<file path="src/common/kvs_pkg.sv">
package kvs_pkg;

    ////////////////////
    // widths and counts
    ////////////////////

    // request key and stored value
    localparam int KEY_W = 16;
    // value width, also one memory word
    localparam int VAL_W = 32;

    // direct-mapped table, one entry per bucket
    localparam int IDX_W = 6;
    localparam int NUM_BUCKETS = 64;

    // words 0..63 hold bucket keys, 64..127 hold values
    localparam int VALUE_BASE = 64;
    localparam int MEM_ADDR_W = 7;

    ////////////////////
    // stream types
    ////////////////////

    typedef enum logic {
        op_get = 1'b0,
        op_set = 1'b1
    } kvs_op_t;

    // request from the client, 49 bits
    typedef struct packed {
        kvs_op_t          op;
        logic [KEY_W-1:0] key;
        logic [VAL_W-1:0] value;
    } kvs_req_t;

    // response to the client, 50 bits
    typedef struct packed {
        kvs_op_t          op;
        logic [KEY_W-1:0] key;
        logic             hit;
        logic [VAL_W-1:0] value;
    } kvs_resp_t;

    // hash table result handed on to the value store
    typedef struct packed {
        kvs_op_t          op;
        logic [KEY_W-1:0] key;
        logic [VAL_W-1:0] value;
        logic [IDX_W-1:0] idx;
        logic             hit;
    } lookup_item_t;

    // one memory command, 40 bits
    typedef struct packed {
        logic                  wr;
        logic [MEM_ADDR_W-1:0] addr;
        logic [VAL_W-1:0]      wdata;
    } mem_req_t;

    ////////////////////
    // hash
    ////////////////////

    // fold the key into six bits, top nibble zero-extended
    function automatic logic [IDX_W-1:0] hash_index(input logic [KEY_W-1:0] key);
        return key[5:0] ^ key[11:6] ^ {2'b00, key[15:12]};
    endfunction

endpackage
</file>
<file path="src/logic/kvs_top.sv">
`timescale 1ns/1ps

module kvs_top
    import kvs_pkg::*;
(
    input  logic      clk,
    input  logic      rst,
    input  logic      req_valid,
    output logic      req_ready,
    input  kvs_req_t  req,
    output logic      resp_valid,
    input  logic      resp_ready,
    output kvs_resp_t resp
);

    // in_buf to hash table
    logic                  hl_in_valid;
    logic                  hl_in_ready;
    kvs_req_t              hl_in_data;
    // hash table to value store
    logic                  item_valid;
    logic                  item_ready;
    lookup_item_t          item_data;
    // value store to out_buf
    logic                  vs_out_valid;
    logic                  vs_out_ready;
    kvs_resp_t             vs_out_data;
    // memory requests
    logic                  ht_mem_valid;
    logic                  ht_mem_ready;
    mem_req_t              ht_mem_req;
    logic                  ht_mem_rvalid;
    logic                  vs_mem_valid;
    logic                  vs_mem_ready;
    mem_req_t              vs_mem_req;
    logic                  vs_mem_rvalid;
    logic [VAL_W-1:0]      arb_rdata;
    // memory port
    logic                  mem_en;
    logic                  mem_wr;
    logic [MEM_ADDR_W-1:0] mem_addr;
    logic [VAL_W-1:0]      mem_wdata;
    logic [VAL_W-1:0]      mem_rdata;

    ////////////////////
    // request path
    ////////////////////

    stream_buffer #(.payload_t(kvs_req_t)) in_buf (
        .clk(clk), .rst(rst),
        .in_valid(req_valid), .in_ready(req_ready), .in_data(req),
        .out_valid(hl_in_valid), .out_ready(hl_in_ready), .out_data(hl_in_data)
    );

    hash_lookup ht (
        .clk(clk), .rst(rst),
        .in_valid(hl_in_valid), .in_ready(hl_in_ready), .in_data(hl_in_data),
        .out_valid(item_valid), .out_ready(item_ready), .out_data(item_data),
        .mem_valid(ht_mem_valid), .mem_ready(ht_mem_ready), .mem_req(ht_mem_req),
        .mem_rvalid(ht_mem_rvalid), .mem_rdata(arb_rdata)
    );

    value_store vs (
        .clk(clk), .rst(rst),
        .in_valid(item_valid), .in_ready(item_ready), .in_data(item_data),
        .out_valid(vs_out_valid), .out_ready(vs_out_ready), .out_data(vs_out_data),
        .mem_valid(vs_mem_valid), .mem_ready(vs_mem_ready), .mem_req(vs_mem_req),
        .mem_rvalid(vs_mem_rvalid), .mem_rdata(arb_rdata)
    );

    stream_buffer #(.payload_t(kvs_resp_t)) out_buf (
        .clk(clk), .rst(rst),
        .in_valid(vs_out_valid), .in_ready(vs_out_ready), .in_data(vs_out_data),
        .out_valid(resp_valid), .out_ready(resp_ready), .out_data(resp)
    );

    ////////////////////
    // shared memory
    ////////////////////

    mem_arbiter arb (
        .clk(clk), .rst(rst),
        .ht_req(ht_mem_req), .ht_valid(ht_mem_valid), .ht_ready(ht_mem_ready),
        .ht_rvalid(ht_mem_rvalid),
        .vs_req(vs_mem_req), .vs_valid(vs_mem_valid), .vs_ready(vs_mem_ready),
        .vs_rvalid(vs_mem_rvalid),
        .rdata(arb_rdata),
        .mem_en(mem_en), .mem_wr(mem_wr), .mem_addr(mem_addr),
        .mem_wdata(mem_wdata), .mem_rdata(mem_rdata)
    );

    kvs_mem mem (
        .clk(clk), .en(mem_en), .wr(mem_wr), .addr(mem_addr),
        .wdata(mem_wdata), .rdata(mem_rdata)
    );

endmodule

</file>
<file path="src/value_store/value_store.sv">
`timescale 1ns/1ps

module value_store
    import kvs_pkg::*;
(
    input  logic             clk,
    input  logic             rst,
    input  logic             in_valid,
    output logic             in_ready,
    input  lookup_item_t     in_data,
    output logic             out_valid,
    input  logic             out_ready,
    output kvs_resp_t        out_data,
    output logic             mem_valid,
    input  logic             mem_ready,
    output mem_req_t         mem_req,
    input  logic             mem_rvalid,
    input  logic [VAL_W-1:0] mem_rdata
);

    typedef enum logic [1:0] {
        S_IDLE,
        S_MEM,
        S_WAIT,
        S_OUT
    } state_t;

    state_t           state;
    // response under construction
    kvs_resp_t        resp;
    logic [IDX_W-1:0] idx;
    logic             in_fire;
    logic             mem_fire;
    logic             needs_mem;

    // get miss goes straight to the response
    assign needs_mem = (in_data.op == op_set) || in_data.hit;

    ////////////////////
    // handshakes
    ////////////////////

    assign in_ready = state == S_IDLE;
    assign in_fire  = in_valid && in_ready;

    assign out_valid = state == S_OUT;
    assign out_data  = resp;

    // value word follows the bucket index
    assign mem_valid     = state == S_MEM;
    assign mem_fire      = mem_valid && mem_ready;
    assign mem_req.wr    = resp.op == op_set;
    assign mem_req.addr  = MEM_ADDR_W'(VALUE_BASE + int'(idx));
    assign mem_req.wdata = resp.value;

    ////////////////////
    // control
    ////////////////////

    always_ff @(posedge clk) begin
        if (rst) begin
            state <= S_IDLE;
        end else begin
            case (state)
                S_IDLE: begin
                    if (in_fire) begin
                        state <= needs_mem ? S_MEM : S_OUT;
                    end
                end
                S_MEM: begin
                    // a write is finished once granted
                    if (mem_fire) begin
                        state <= mem_req.wr ? S_OUT : S_WAIT;
                    end
                end
                S_WAIT: begin
                    if (mem_rvalid) begin
                        state <= S_OUT;
                    end
                end
                S_OUT: begin
                    if (out_ready) begin
                        state <= S_IDLE;
                    end
                end
                default: state <= S_IDLE;
            endcase
        end
    end

    // set echoes the new value, get starts at zero
    always_ff @(posedge clk) begin
        if (in_fire) begin
            resp.op    <= in_data.op;
            resp.key   <= in_data.key;
            resp.hit   <= in_data.hit;
            resp.value <= (in_data.op == op_set) ? in_data.value : '0;
            idx        <= in_data.idx;
        end else if ((state == S_WAIT) && mem_rvalid) begin
            resp.value <= mem_rdata;
        end
    end

endmodule

</file>
<file path="src/hash_lookup/hash_lookup.sv">
`timescale 1ns/1ps

module hash_lookup
    import kvs_pkg::*;
(
    input  logic             clk,
    input  logic             rst,
    input  logic             in_valid,
    output logic             in_ready,
    input  kvs_req_t         in_data,
    output logic             out_valid,
    input  logic             out_ready,
    output lookup_item_t     out_data,
    output logic             mem_valid,
    input  logic             mem_ready,
    output mem_req_t         mem_req,
    input  logic             mem_rvalid,
    input  logic [VAL_W-1:0] mem_rdata
);

    typedef enum logic [2:0] {
        S_IDLE,
        S_RD,
        S_WAIT,
        S_WR,
        S_OUT
    } state_t;

    state_t                 state;
    // one valid bit per bucket, memory itself is never cleared
    logic [NUM_BUCKETS-1:0] bucket_vld;
    lookup_item_t           item;
    // item still waiting for the value store
    logic                   item_pend;
    // bucket write of a set into an empty bucket
    logic                   wr_pend;
    logic [IDX_W-1:0]       in_idx;
    logic [VAL_W-1:0]       bucket_word;
    logic                   in_fire;
    logic                   out_fire;
    logic                   mem_fire;

    assign in_idx      = hash_index(in_data.key);
    // stored key sits in the low half, upper bits zero
    assign bucket_word = {{(VAL_W-KEY_W){1'b0}}, item.key};

    ////////////////////
    // handshakes
    ////////////////////

    assign in_ready = state == S_IDLE;
    assign in_fire  = in_valid && in_ready;

    assign out_valid = (state == S_OUT) && item_pend;
    assign out_fire  = out_valid && out_ready;
    assign out_data  = item;

    // empty-bucket set writes while the item is offered
    assign mem_valid     = (state == S_RD) || (state == S_WR) || ((state == S_OUT) && wr_pend);
    assign mem_fire      = mem_valid && mem_ready;
    assign mem_req.wr    = state != S_RD;
    assign mem_req.addr  = MEM_ADDR_W'(item.idx);
    assign mem_req.wdata = bucket_word;

    ////////////////////
    // control
    ////////////////////

    always_ff @(posedge clk) begin
        if (rst) begin
            state      <= S_IDLE;
            bucket_vld <= '0;
            item_pend  <= 1'b0;
            wr_pend    <= 1'b0;
        end else begin
            case (state)
                S_IDLE: begin
                    if (in_fire) begin
                        // a set always claims the bucket, evicting any old key
                        if (in_data.op == op_set) begin
                            bucket_vld[in_idx] <= 1'b1;
                        end
                        item_pend <= 1'b1;
                        if (bucket_vld[in_idx]) begin
                            state <= S_RD;
                        end else begin
                            wr_pend <= in_data.op == op_set;
                            state   <= S_OUT;
                        end
                    end
                end
                S_RD: begin
                    if (mem_fire) begin
                        state <= S_WAIT;
                    end
                end
                S_WAIT: begin
                    if (mem_rvalid) begin
                        state <= (item.op == op_set) ? S_WR : S_OUT;
                    end
                end
                S_WR: begin
                    if (mem_fire) begin
                        state <= S_OUT;
                    end
                end
                S_OUT: begin
                    if (out_fire) begin
                        item_pend <= 1'b0;
                    end
                    if (mem_fire) begin
                        wr_pend <= 1'b0;
                    end
                    // done once item is taken and no write is left
                    if ((!item_pend || out_fire) && (!wr_pend || mem_fire)) begin
                        state <= S_IDLE;
                    end
                end
                default: state <= S_IDLE;
            endcase
        end
    end

    // item payload, hit resolved by the bucket compare
    always_ff @(posedge clk) begin
        if (in_fire) begin
            item.op    <= in_data.op;
            item.key   <= in_data.key;
            item.value <= in_data.value;
            item.idx   <= in_idx;
            item.hit   <= 1'b0;
        end else if ((state == S_WAIT) && mem_rvalid) begin
            item.hit <= mem_rdata == bucket_word;
        end
    end

endmodule

</file>
<file path="src/logic/mem_arbiter.sv">
`timescale 1ns/1ps

module mem_arbiter
    import kvs_pkg::*;
(
    input  logic                  clk,
    input  logic                  rst,
    // hash table side
    input  mem_req_t              ht_req,
    input  logic                  ht_valid,
    output logic                  ht_ready,
    output logic                  ht_rvalid,
    // value store side
    input  mem_req_t              vs_req,
    input  logic                  vs_valid,
    output logic                  vs_ready,
    output logic                  vs_rvalid,
    // read data, shared
    output logic [VAL_W-1:0]      rdata,
    // memory port
    output logic                  mem_en,
    output logic                  mem_wr,
    output logic [MEM_ADDR_W-1:0] mem_addr,
    output logic [VAL_W-1:0]      mem_wdata,
    input  logic [VAL_W-1:0]      mem_rdata
);

    // set when the value store won the last grant
    logic     last_vs;
    logic     ht_fire;
    logic     vs_fire;
    mem_req_t sel;
    // outstanding read owner, one cycle deep
    logic     rd_ht;
    logic     rd_vs;

    ////////////////////
    // grant
    ////////////////////

    // on a tie the last winner backs off
    assign ht_ready = !(vs_valid && !last_vs);
    assign vs_ready = !(ht_valid && last_vs);

    // the two fires can never be high together
    assign ht_fire = ht_valid && ht_ready;
    assign vs_fire = vs_valid && vs_ready;

    assign sel       = vs_fire ? vs_req : ht_req;
    assign mem_en    = ht_fire || vs_fire;
    assign mem_wr    = sel.wr;
    assign mem_addr  = sel.addr;
    assign mem_wdata = sel.wdata;

    always_ff @(posedge clk) begin
        if (rst) begin
            last_vs <= 1'b0;
            rd_ht   <= 1'b0;
            rd_vs   <= 1'b0;
        end else begin
            if (ht_fire) begin
                last_vs <= 1'b0;
            end else if (vs_fire) begin
                last_vs <= 1'b1;
            end
            // writes return nothing
            rd_ht <= ht_fire && !ht_req.wr;
            rd_vs <= vs_fire && !vs_req.wr;
        end
    end

    ////////////////////
    // read return
    ////////////////////

    assign ht_rvalid = rd_ht;
    assign vs_rvalid = rd_vs;
    assign rdata     = mem_rdata;

endmodule

</file>
<file path="src/logic/kvs_mem.sv">
`timescale 1ns/1ps

module kvs_mem
    import kvs_pkg::*;
(
    input  logic                  clk,
    input  logic                  en,
    input  logic                  wr,
    input  logic [MEM_ADDR_W-1:0] addr,
    input  logic [VAL_W-1:0]      wdata,
    output logic [VAL_W-1:0]      rdata
);

    // bucket region below VALUE_BASE, value region above
    logic [VAL_W-1:0] ram [2**MEM_ADDR_W];

    ////////////////////
    // single port
    ////////////////////

    // read data appears the cycle after en
    always_ff @(posedge clk) begin
        if (en) begin
            if (wr) begin
                ram[addr] <= wdata;
            end else begin
                rdata <= ram[addr];
            end
        end
    end

endmodule

</file>
<file path="src/logic/stream_buffer.sv">
`timescale 1ns/1ps

module stream_buffer #(
    parameter type payload_t = logic
) (
    input  logic     clk,
    input  logic     rst,
    input  logic     in_valid,
    output logic     in_ready,
    input  payload_t in_data,
    output logic     out_valid,
    input  logic     out_ready,
    output payload_t out_data
);

    // two slots used as a tiny ring
    payload_t   slot [2];
    logic       wr_ptr;
    logic       rd_ptr;
    logic [1:0] count;
    logic       push;
    logic       pop;

    // ready only looks at the fill level, never at out_ready
    assign in_ready  = count != 2'd2;
    assign out_valid = count != 2'd0;
    assign out_data  = slot[rd_ptr];

    assign push = in_valid && in_ready;
    assign pop  = out_valid && out_ready;

    always_ff @(posedge clk) begin
        if (rst) begin
            wr_ptr <= 1'b0;
            rd_ptr <= 1'b0;
            count  <= 2'd0;
        end else begin
            if (push) begin
                wr_ptr <= ~wr_ptr;
            end
            if (pop) begin
                rd_ptr <= ~rd_ptr;
            end
            count <= count + 2'(push) - 2'(pop);
        end
    end

    // payload storage
    always_ff @(posedge clk) begin
        if (push) begin
            slot[wr_ptr] <= in_data;
        end
    end

endmodule

</file>
<file path="config.mk">
export PLATFORM = sky130hd
export DESIGN_NAME = kvs_top
export DESIGN_NICKNAME = d
export VERILOG_FILES = /design/src/common/kvs_pkg.sv /design/src/logic/kvs_top.sv /design/src/value_store/value_store.sv /design/src/hash_lookup/hash_lookup.sv /design/src/logic/mem_arbiter.sv /design/src/logic/kvs_mem.sv /design/src/logic/stream_buffer.sv
export SDC_FILE = /design/constraint.sdc
export NUM_CORES = 2
export LEC_CHECK = 0
export BUFFER_PORTS_ARGS = -buffer_cell sky130_fd_sc_hd__buf_2
export CAP_MARGIN = 20
export CORE_UTILIZATION = 65
export DETAILED_ROUTE_END_ITERATION = 12
export PLACE_DENSITY_LB_ADDON = 0.08
export SETUP_SLACK_MARGIN = 0.2
export SLEW_MARGIN = 10
export SYNTH_ARGS = -nofsm -noshare
export SYNTH_HDL_FRONTEND = slang
export SYNTH_MEMORY_MAX_BITS = 65536
export SYNTH_SLANG_ARGS = --single-unit
</file>
<file path="constraint.sdc">
create_clock -name clk -period 8.95 [get_ports clk]
set_input_delay 0.4475 -clock clk [delete_from_list [all_inputs] [get_ports clk]]
set_output_delay 0.4475 -clock clk [all_outputs]
set_load 0.03 [all_outputs]
</file>
Word level (Yosys, flattened, before mapping)
Memory sizes are Yosys's and may differ from the RTL's. A register that Yosys moved wholly into a read port is not among the register bits.
Index checks and enable logic that the tools add are counted.
W data, S select, Z words.
{"block": "word_totals", "regBits": 194, "ramBits": 4294, "input_bits": 53, "out_inout_bits": 52, "wordCells": 149, "memories": 3}
{"block": "op_classes", "add_sub_neg": 5, "magnitude_cmp": 2, "eq_ne": 23, "muxes": 41, "bitwise": 8, "n_reduce_logical": 43}
{"memory": "mem.ram", "depth": 128, "word_bits": 32, "read_ports": 1, "rd_clocked_by_memory_dff": 1, "write_ports": 1, "line": "kvs_mem.sv:15", "rtl": "logic [VAL_W-1:0] ram [2**MEM_ADDR_W];"}
{"memory": "out_buf.slot", "depth": 2, "word_bits": 50, "read_ports": 1, "rd_clocked_by_memory_dff": 1, "write_ports": 1, "line": "stream_buffer.sv:17", "rtl": "payload_t slot [2];"}
{"memory": "in_buf.slot", "depth": 2, "word_bits": 49, "read_ports": 1, "rd_clocked_by_memory_dff": 1, "write_ports": 1, "line": "stream_buffer.sv:17"}
{"op": "$mux W32", "count": 3}
{"op": "$or A64 B64 Y64", "count": 1}
{"op": "$mux W40", "count": 1}
{"op": "$eq A32 B16 Y1", "count": 1}
{"op": "$mux W3", "count": 7}
{"op": "$mux W1", "count": 19}
{"op": "$logic_and A1 B1 Y1", "count": 17}
{"op": "$ne A2 B2 Y1 const B", "count": 8}
{"op": "$pmux W3 S5", "count": 1}
{"op": "$ne A2 B1 Y1 const B", "count": 6}
{"op": "$mux W2", "count": 5}
{"op": "$pmux W2 S4", "count": 1}
{"op": "$reduce_and A4 Y1", "count": 2}
{"op": "$reduce_bool A2 Y1", "count": 4}
{"op": "$add A7 B6 Y7 const A", "count": 1}
{"op": "$logic_not A1 Y1", "count": 7}
{"op": "$lt A6 B7 Y1 const B", "count": 1}
{"op": "$bmux W1 S6", "count": 1}
{"op": "$demux W1 S6", "count": 1}
{"op": "$eq A3 B2 Y1 const B", "count": 2}
{"op": "$ge A6 B1 Y1 const B", "count": 1}
{"op": "$logic_or A1 B1 Y1", "count": 6}
{"op": "$reduce_and A3 Y1", "count": 2}
{"op": "$xor A6 B4 Y6", "count": 1}
{"op": "other kinds (15)", "count": 23}

Depth between registers and ports, before layout
{"block": "depth", "ltp_word": 10, "mapped_depth": 13, "mapped_depth_nobuf": 10}

By module
A second synthesis with hierarchy kept.
{"block": "unflattened", "hier_cells": 10093, "area_unflattened_um2": 174723.8}
{"mod": "kvs_mem", "instances": 1, "cells_each": 8968, "area_each_um2": 158067.8, "seq_area_each_um2": 123958.9}
{"mod": "hash_lookup", "instances": 1, "cells_each": 456, "area_each_um2": 5227.5, "seq_area_each_um2": 3052.9}
{"mod": "stream_buffer (out_buf)", "instances": 1, "cells_each": 180, "area_each_um2": 4102.7, "seq_area_each_um2": 3103.0}
{"mod": "stream_buffer (in_buf)", "instances": 1, "cells_each": 176, "area_each_um2": 3811.2, "seq_area_each_um2": 3042.9}
{"mod": "value_store", "instances": 1, "cells_each": 225, "area_each_um2": 2616.3, "seq_area_each_um2": 1721.7}
{"mod": "mem_arbiter", "instances": 1, "cells_each": 88, "area_each_um2": 898.4, "seq_area_each_um2": 60.1}

Worst setup path before layout
No wires, ideal clock.
{"block": "synth_path", "path_kind": "reg2reg", "start": "reg ht.state[0]", "end": "mem mem.ram[98][0], enable pin", "setup_ps": 421, "arrival_time_ps": 5166, "required_time_ps": 8529, "slack_ps": 3362, "path_stages_with_launch": 10, "n_path_buf": 3, "period_less_slack_ps": 5588, "path_cell_list": "dfxtp_1 or3b_1 o221ai_4 buf_6 clkbuf_1 o21ai_0 a21oi_1 nand2_1 clkbuf_1 nor2_1"}
{"block": "synth_via", "elab_chain_cells": 10, "elab_cells_between_ends": 16, "classes_between": "eq/ne (4); mux (4); reduce/logical (8)"}
{"element": "start: declaration", "line": "hash_lookup.sv:29", "rtl": "state_t state;"}
{"element": "start signal: assignment", "line": "hash_lookup.sv:99", "rtl": "state <= (item.op == op_set) ? S_WR : S_OUT;"}
{"element": "$eq A3 B1 Y1 (tied with other cells)", "line": "hash_lookup.sv:59", "rtl": "assign mem_valid = (state == S_RD) || (state == S_WR) || ((state == S_OUT) && wr_pend);"}
{"element": "$logic_or A1 B1 Y1 or $logic_and A1 B1 Y1 (tied branches)", "line": "hash_lookup.sv:59"}
{"element": "$logic_or A1 B1 Y1", "line": "hash_lookup.sv:59"}
{"element": "$logic_and A1 B1 Y1", "line": "mem_arbiter.sv:43", "rtl": "assign vs_ready = !(ht_valid && last_vs);"}
{"element": "$logic_not A1 Y1", "line": "mem_arbiter.sv:43"}
{"element": "$logic_and A1 B1 Y1", "line": "mem_arbiter.sv:47", "rtl": "assign vs_fire = vs_valid && vs_ready;"}
{"element": "$mux W40", "line": "mem_arbiter.sv:49", "rtl": "assign sel = vs_fire ? vs_req : ht_req;"}
{"element": "$mux W1", "line": "kvs_mem.sv:24", "rtl": "if (wr) begin"}
{"element": "$mux W1", "line": "kvs_mem.sv:23", "rtl": "if (en) begin"}
{"element": "$mux W1 (implied by the code)", "line": "kvs_mem.sv:25", "rtl": "ram[addr] <= wdata;"}
{"element": "end: declaration", "line": "kvs_mem.sv:15"}
Parallel ways exist; a longest one is shown, timed or not.

Worst setup path in the final report
{"block": "layout_path", "start": "reg ht.state[1]", "end": "reg mem.rdata[11], read port of mem.ram, data pin"}
{"block": "layout_via", "elab_chain_cells": 9, "elab_cells_between_ends": 15, "classes_between": "eq/ne (4); mux (1); bitwise (1); reduce/logical (9)"}
{"element": "$eq A3 B1 Y1 (tied with other cells)", "line": "hash_lookup.sv:59"}
{"element": "$logic_or A1 B1 Y1 or $logic_and A1 B1 Y1 (tied branches)", "line": "hash_lookup.sv:59"}
{"element": "$logic_or A1 B1 Y1", "line": "hash_lookup.sv:59"}
{"element": "$logic_and A1 B1 Y1", "line": "mem_arbiter.sv:43"}
{"element": "$logic_not A1 Y1", "line": "mem_arbiter.sv:43"}
{"element": "$logic_and A1 B1 Y1", "line": "mem_arbiter.sv:47"}
{"element": "$mux W40", "line": "mem_arbiter.sv:49"}
{"element": "$not A1 Y1 (no line)"}
{"element": "$reduce_and A2 Y1 (no line)"}
{"element": "end: declaration", "line": "kvs_mem.sv:11", "rtl": "output logic [VAL_W-1:0] rdata"}
Parallel ways exist; a longest one is shown, timed or not.
A chain may end at the register's enable or synchronous reset.

==> flow_metrics.env <==
export IMPL_register_area_mm2=0.135
export IMPL_postRouteAntennaNets=0
export IMPL_dieArea_mm2=0.254
export IMPL_first_iter_violations=15100
export IMPL_syn_num_nets=8805
export IMPL_fp_dieH_um=504
export IMPL_htreeDepth=5
export IMPL_fin_setup_tns_ns=0
export IMPL_nFillCells=13900
export IMPL_synth_commonest_cells="edfxtp_1, a22oi_1, a221oi_1"
export IMPL_synth_area_leaders="edfxtp_1, a22oi_1, a221oi_1"
export IMPL_multi_input_area_mm2=0.0282
export IMPL_syn_instance_count=8743
export IMPL_root_buffer="clkbuf_16"
export IMPL_cts_buffers_inserted=440
export IMPL_critical_path_class="flop to flop"
export IMPL_hold_slack_ns=0.106
export IMPL_r2r_start="ht.state[1]"
export IMPL_num_rows=183
export IMPL_grt_overflow_total=0
export IMPL_crit_path_end="mem.rdata[11]"
export IMPL_wire_per_inst_um=37.9
export IMPL_clock_skew_ns=0.0737
export IMPL_grt_pass1_vias=88600
export IMPL_numClockSinks=4522
export IMPL_clk_pin_slew_worst_paths_ns=0.07
export IMPL_ys_seq_area_share_pct=82.3
export IMPL_insertion_delay_ns=1.06
export IMPL_postCtsResizedCells=0
export IMPL_wirelength_mm=485
export IMPL_min_path_type="input port to flop"
export IMPL_yosysTopAreaCellShare_pct=81.3
export IMPL_async_reset_ff_share_pct=0
export IMPL_tightest_slew_ns=1.29
export IMPL_setup_violations=0
export IMPL_yosysMostFrequentCell="edfxtp_1"
export IMPL_vias=94500
export IMPL_grt_max_degree=127
export IMPL_cts_max_path_buffers=4
export IMPL_cp_max_fo=126
export IMPL_regToRegSetupSlack_ns=2.99
export IMPL_grt_setup_unrepaired="no"
export IMPL_vdd_drop_max_v=0.000286
export IMPL_io_pins=105
export IMPL_power_density_mw_per_mm2=332
export IMPL_antenna_found_initial=28
export IMPL_start_util_pct=65.7
export IMPL_synth_flop_cell="edfxtp_1"
export IMPL_ys_types=65
export IMPL_hold_viol=0
export IMPL_gp_congestion=0.913
export IMPL_vias_per_cell=7.39
export IMPL_maxCapViolCount=0
export IMPL_slew_headroom_pct=13.8
export IMPL_r2r_end="mem.rdata[11]"
export IMPL_synth_area_mm2=0.164
export IMPL_first_pass_iters=6
export IMPL_fin_crit_sh_pct=66.6
export IMPL_p_leak_uw=0.0575
export IMPL_critPathLaunch="ht.state[1]"
export IMPL_gr_usage_all_layers_pct=37.8
export IMPL_grt_first_pass_wirelength_mm=674
export IMPL_crit_path_end_kind="flop"
export IMPL_hpwl_mm=276
export IMPL_crit_path_start_kind="flop"
export IMPL_nets=9162
export IMPL_min_period_ns=5.96
export IMPL_required_ns=9.63
export IMPL_avgSynthCellArea_um2=18.7
export IMPL_synth_seq_cells=4522
export IMPL_synth_warning_count=0
export IMPL_die_w_um=504
export IMPL_status="finished, final reports clean"
export IMPL_r2r_cells=12
export IMPL_drive_gt1_share_pct=14.7
export IMPL_drv_slew=0
export IMPL_port_buffers=104
export IMPL_synthToLayoutAreaGrowth_pct=13.7
export IMPL_arrival_ns=6.64
export IMPL_synth_edf_count=4437
export IMPL_cts_tree="yes"
export IMPL_fmax_ghz=0.168
export IMPL_yosys_area_top_type="edfxtp_1"
export IMPL_core_area_mm2=0.250
export IMPL_drc=0
critical path: stages, from the launching register on:
cell and delay [ns]:
dfxtp_1 0.44, or3b_1 0.45, o221ai_4 0.17, buf_4 0.65, mux2_8 0.66, buf_12 0.42
buf_4 0.35, a22o_1 0.27, a221oi_1 0.21, a31oi_1 0.18, or3_1 0.54, nor3_1 1.04
nand4_1 0.15
cell type report:
| type | instances | area share [%] |
|---|---|---|
| Inverter | 23 | 0.0463 |
| Clock buffer | 528 | 6.15 |
| Clock inverter | 259 | 1.23 |
| Antenna cell | 18 | 0.0242 |
| Tap cell | 3330 | 2.24 |
| Sequential cell | 4522 | 72.4 |
| Multi-Input combinational cell | 3605 | 15.1 |
| Timing Repair Buffer | 508 | 2.80 |
registers in the layout, indices dropped and copies added (netlist names), 2 cells and up, named ones only:
signal,cells
mem.ram,4096
out_buf.slot,100
in_buf.slot,98
ht.bucket_vld,64
ht.out_data,34
vs.mem_req,33
mem.rdata,32
ht.mem_req,22
vs.out_data,17
vs.idx,6
ht.state,3
in_buf.count,2
out_buf.count,2
vs.state,2
how the worst min path moves through the flow:
| stage | from | to | depth (start not counted) |
|---|---|---|---|
| final | rst | flop | 3 |
| after global routing | rst | ht.item_pend | 3 |
| after CTS | rst | flop | 3 |
| after detailed placement | vs.out_data[42] | out_buf.slot[0][42] | 0 |
| after global placement | vs.out_data[42] | out_buf.slot[0][42] | 0 |
| after floorplan | vs.out_data[32] | out_buf.slot[0][32] | 0 |
power breakdown:
group,total (uW),leakage (uW),switching [uW],internal [uW]
Combinational,17200,0.00957,12900,4310
Sequential,26800,0.0412,654,26200
Clock,17900,0.00674,7710,10200
Total,61900,0.0575,21300,40600
routing by layer:
| layer | GRT usage, % | share of wire (%) | vias to the layer above |
|---|---|---|---|
| li1 | - | - | 37900 |
| met1 | 52.2 | 35 | 47900 |
| met2 | 55.3 | 45 | 7437 |
| met3 | 10.7 | 14 | 1199 |
| met4 | 19.9 | 6.0 | 24 |
| met5 | 0 | 0.039 | - |
timing repair:
item                      CTS  global route
hold buffers               51             0
buffers inserted            0             0
hold endpoints to repair  102             0
logic make-up after synthesis:
family	Yosys count	synth area share [%]
buffers and inverters	616	1.54
AO/OA/AOI/OAI	2850	13.4
multiplexers	131	0.882
flip-flops	4522	82.3
adder cells (fa/ha/maj)	9	0.0687
XOR/XNOR	40	0.275
AND/OR/NAND/NOR	575	1.54
layout by cell type, fill, tap and decap left out, types with 35 or more instances in the layout:
| cell type | instances |
|---|---|
| edfxtp_1 | 4437 |
| bufinv_16 | 38 |
| buf_4 | 238 |
| clkinv_1 | 119 |
| a22o_1 | 512 |
| o41ai_2 | 35 |
| mux2_2 | 102 |
| clkinv_2 | 80 |
| buf_12 | 81 |
| a21oi_1 | 76 |
| nor2_1 | 108 |
| dlygate4sd3_1 | 51 |
| a22oi_1 | 1023 |
| nand4_1 | 36 |
| o41ai_1 | 62 |
| a31oi_1 | 510 |
| a221oi_1 | 515 |
| clkbuf_1 | 81 |
| buf_2 | 107 |
| nor2_4 | 133 |
| dfxtp_1 | 83 |
| nand2_1 | 158 |
| o21ai_0 | 43 |
| clkbuf_16 | 445 |
metrics by stage:
step | util (%) | power, uW | worst slack (ns) | instance area (um^2) | instances
after floorplan | - | 35700 | 3.36 | 164000 | 8743
after global placement | 68.1 | 43400 | 1.90 | 170000 | 11800
after detailed placement | 68.5 | 43800 | 3.20 | 171000 | 11900
after CTS | 74.2 | 61300 | 3.16 | 185000 | 12700
after global routing | 74.7 | 63000 | 2.97 | 186000 | 12800
final | 74.7 | 61900 | 2.99 | 186000 | 12800
No activity file was read; power rests on OpenSTA's default activity.
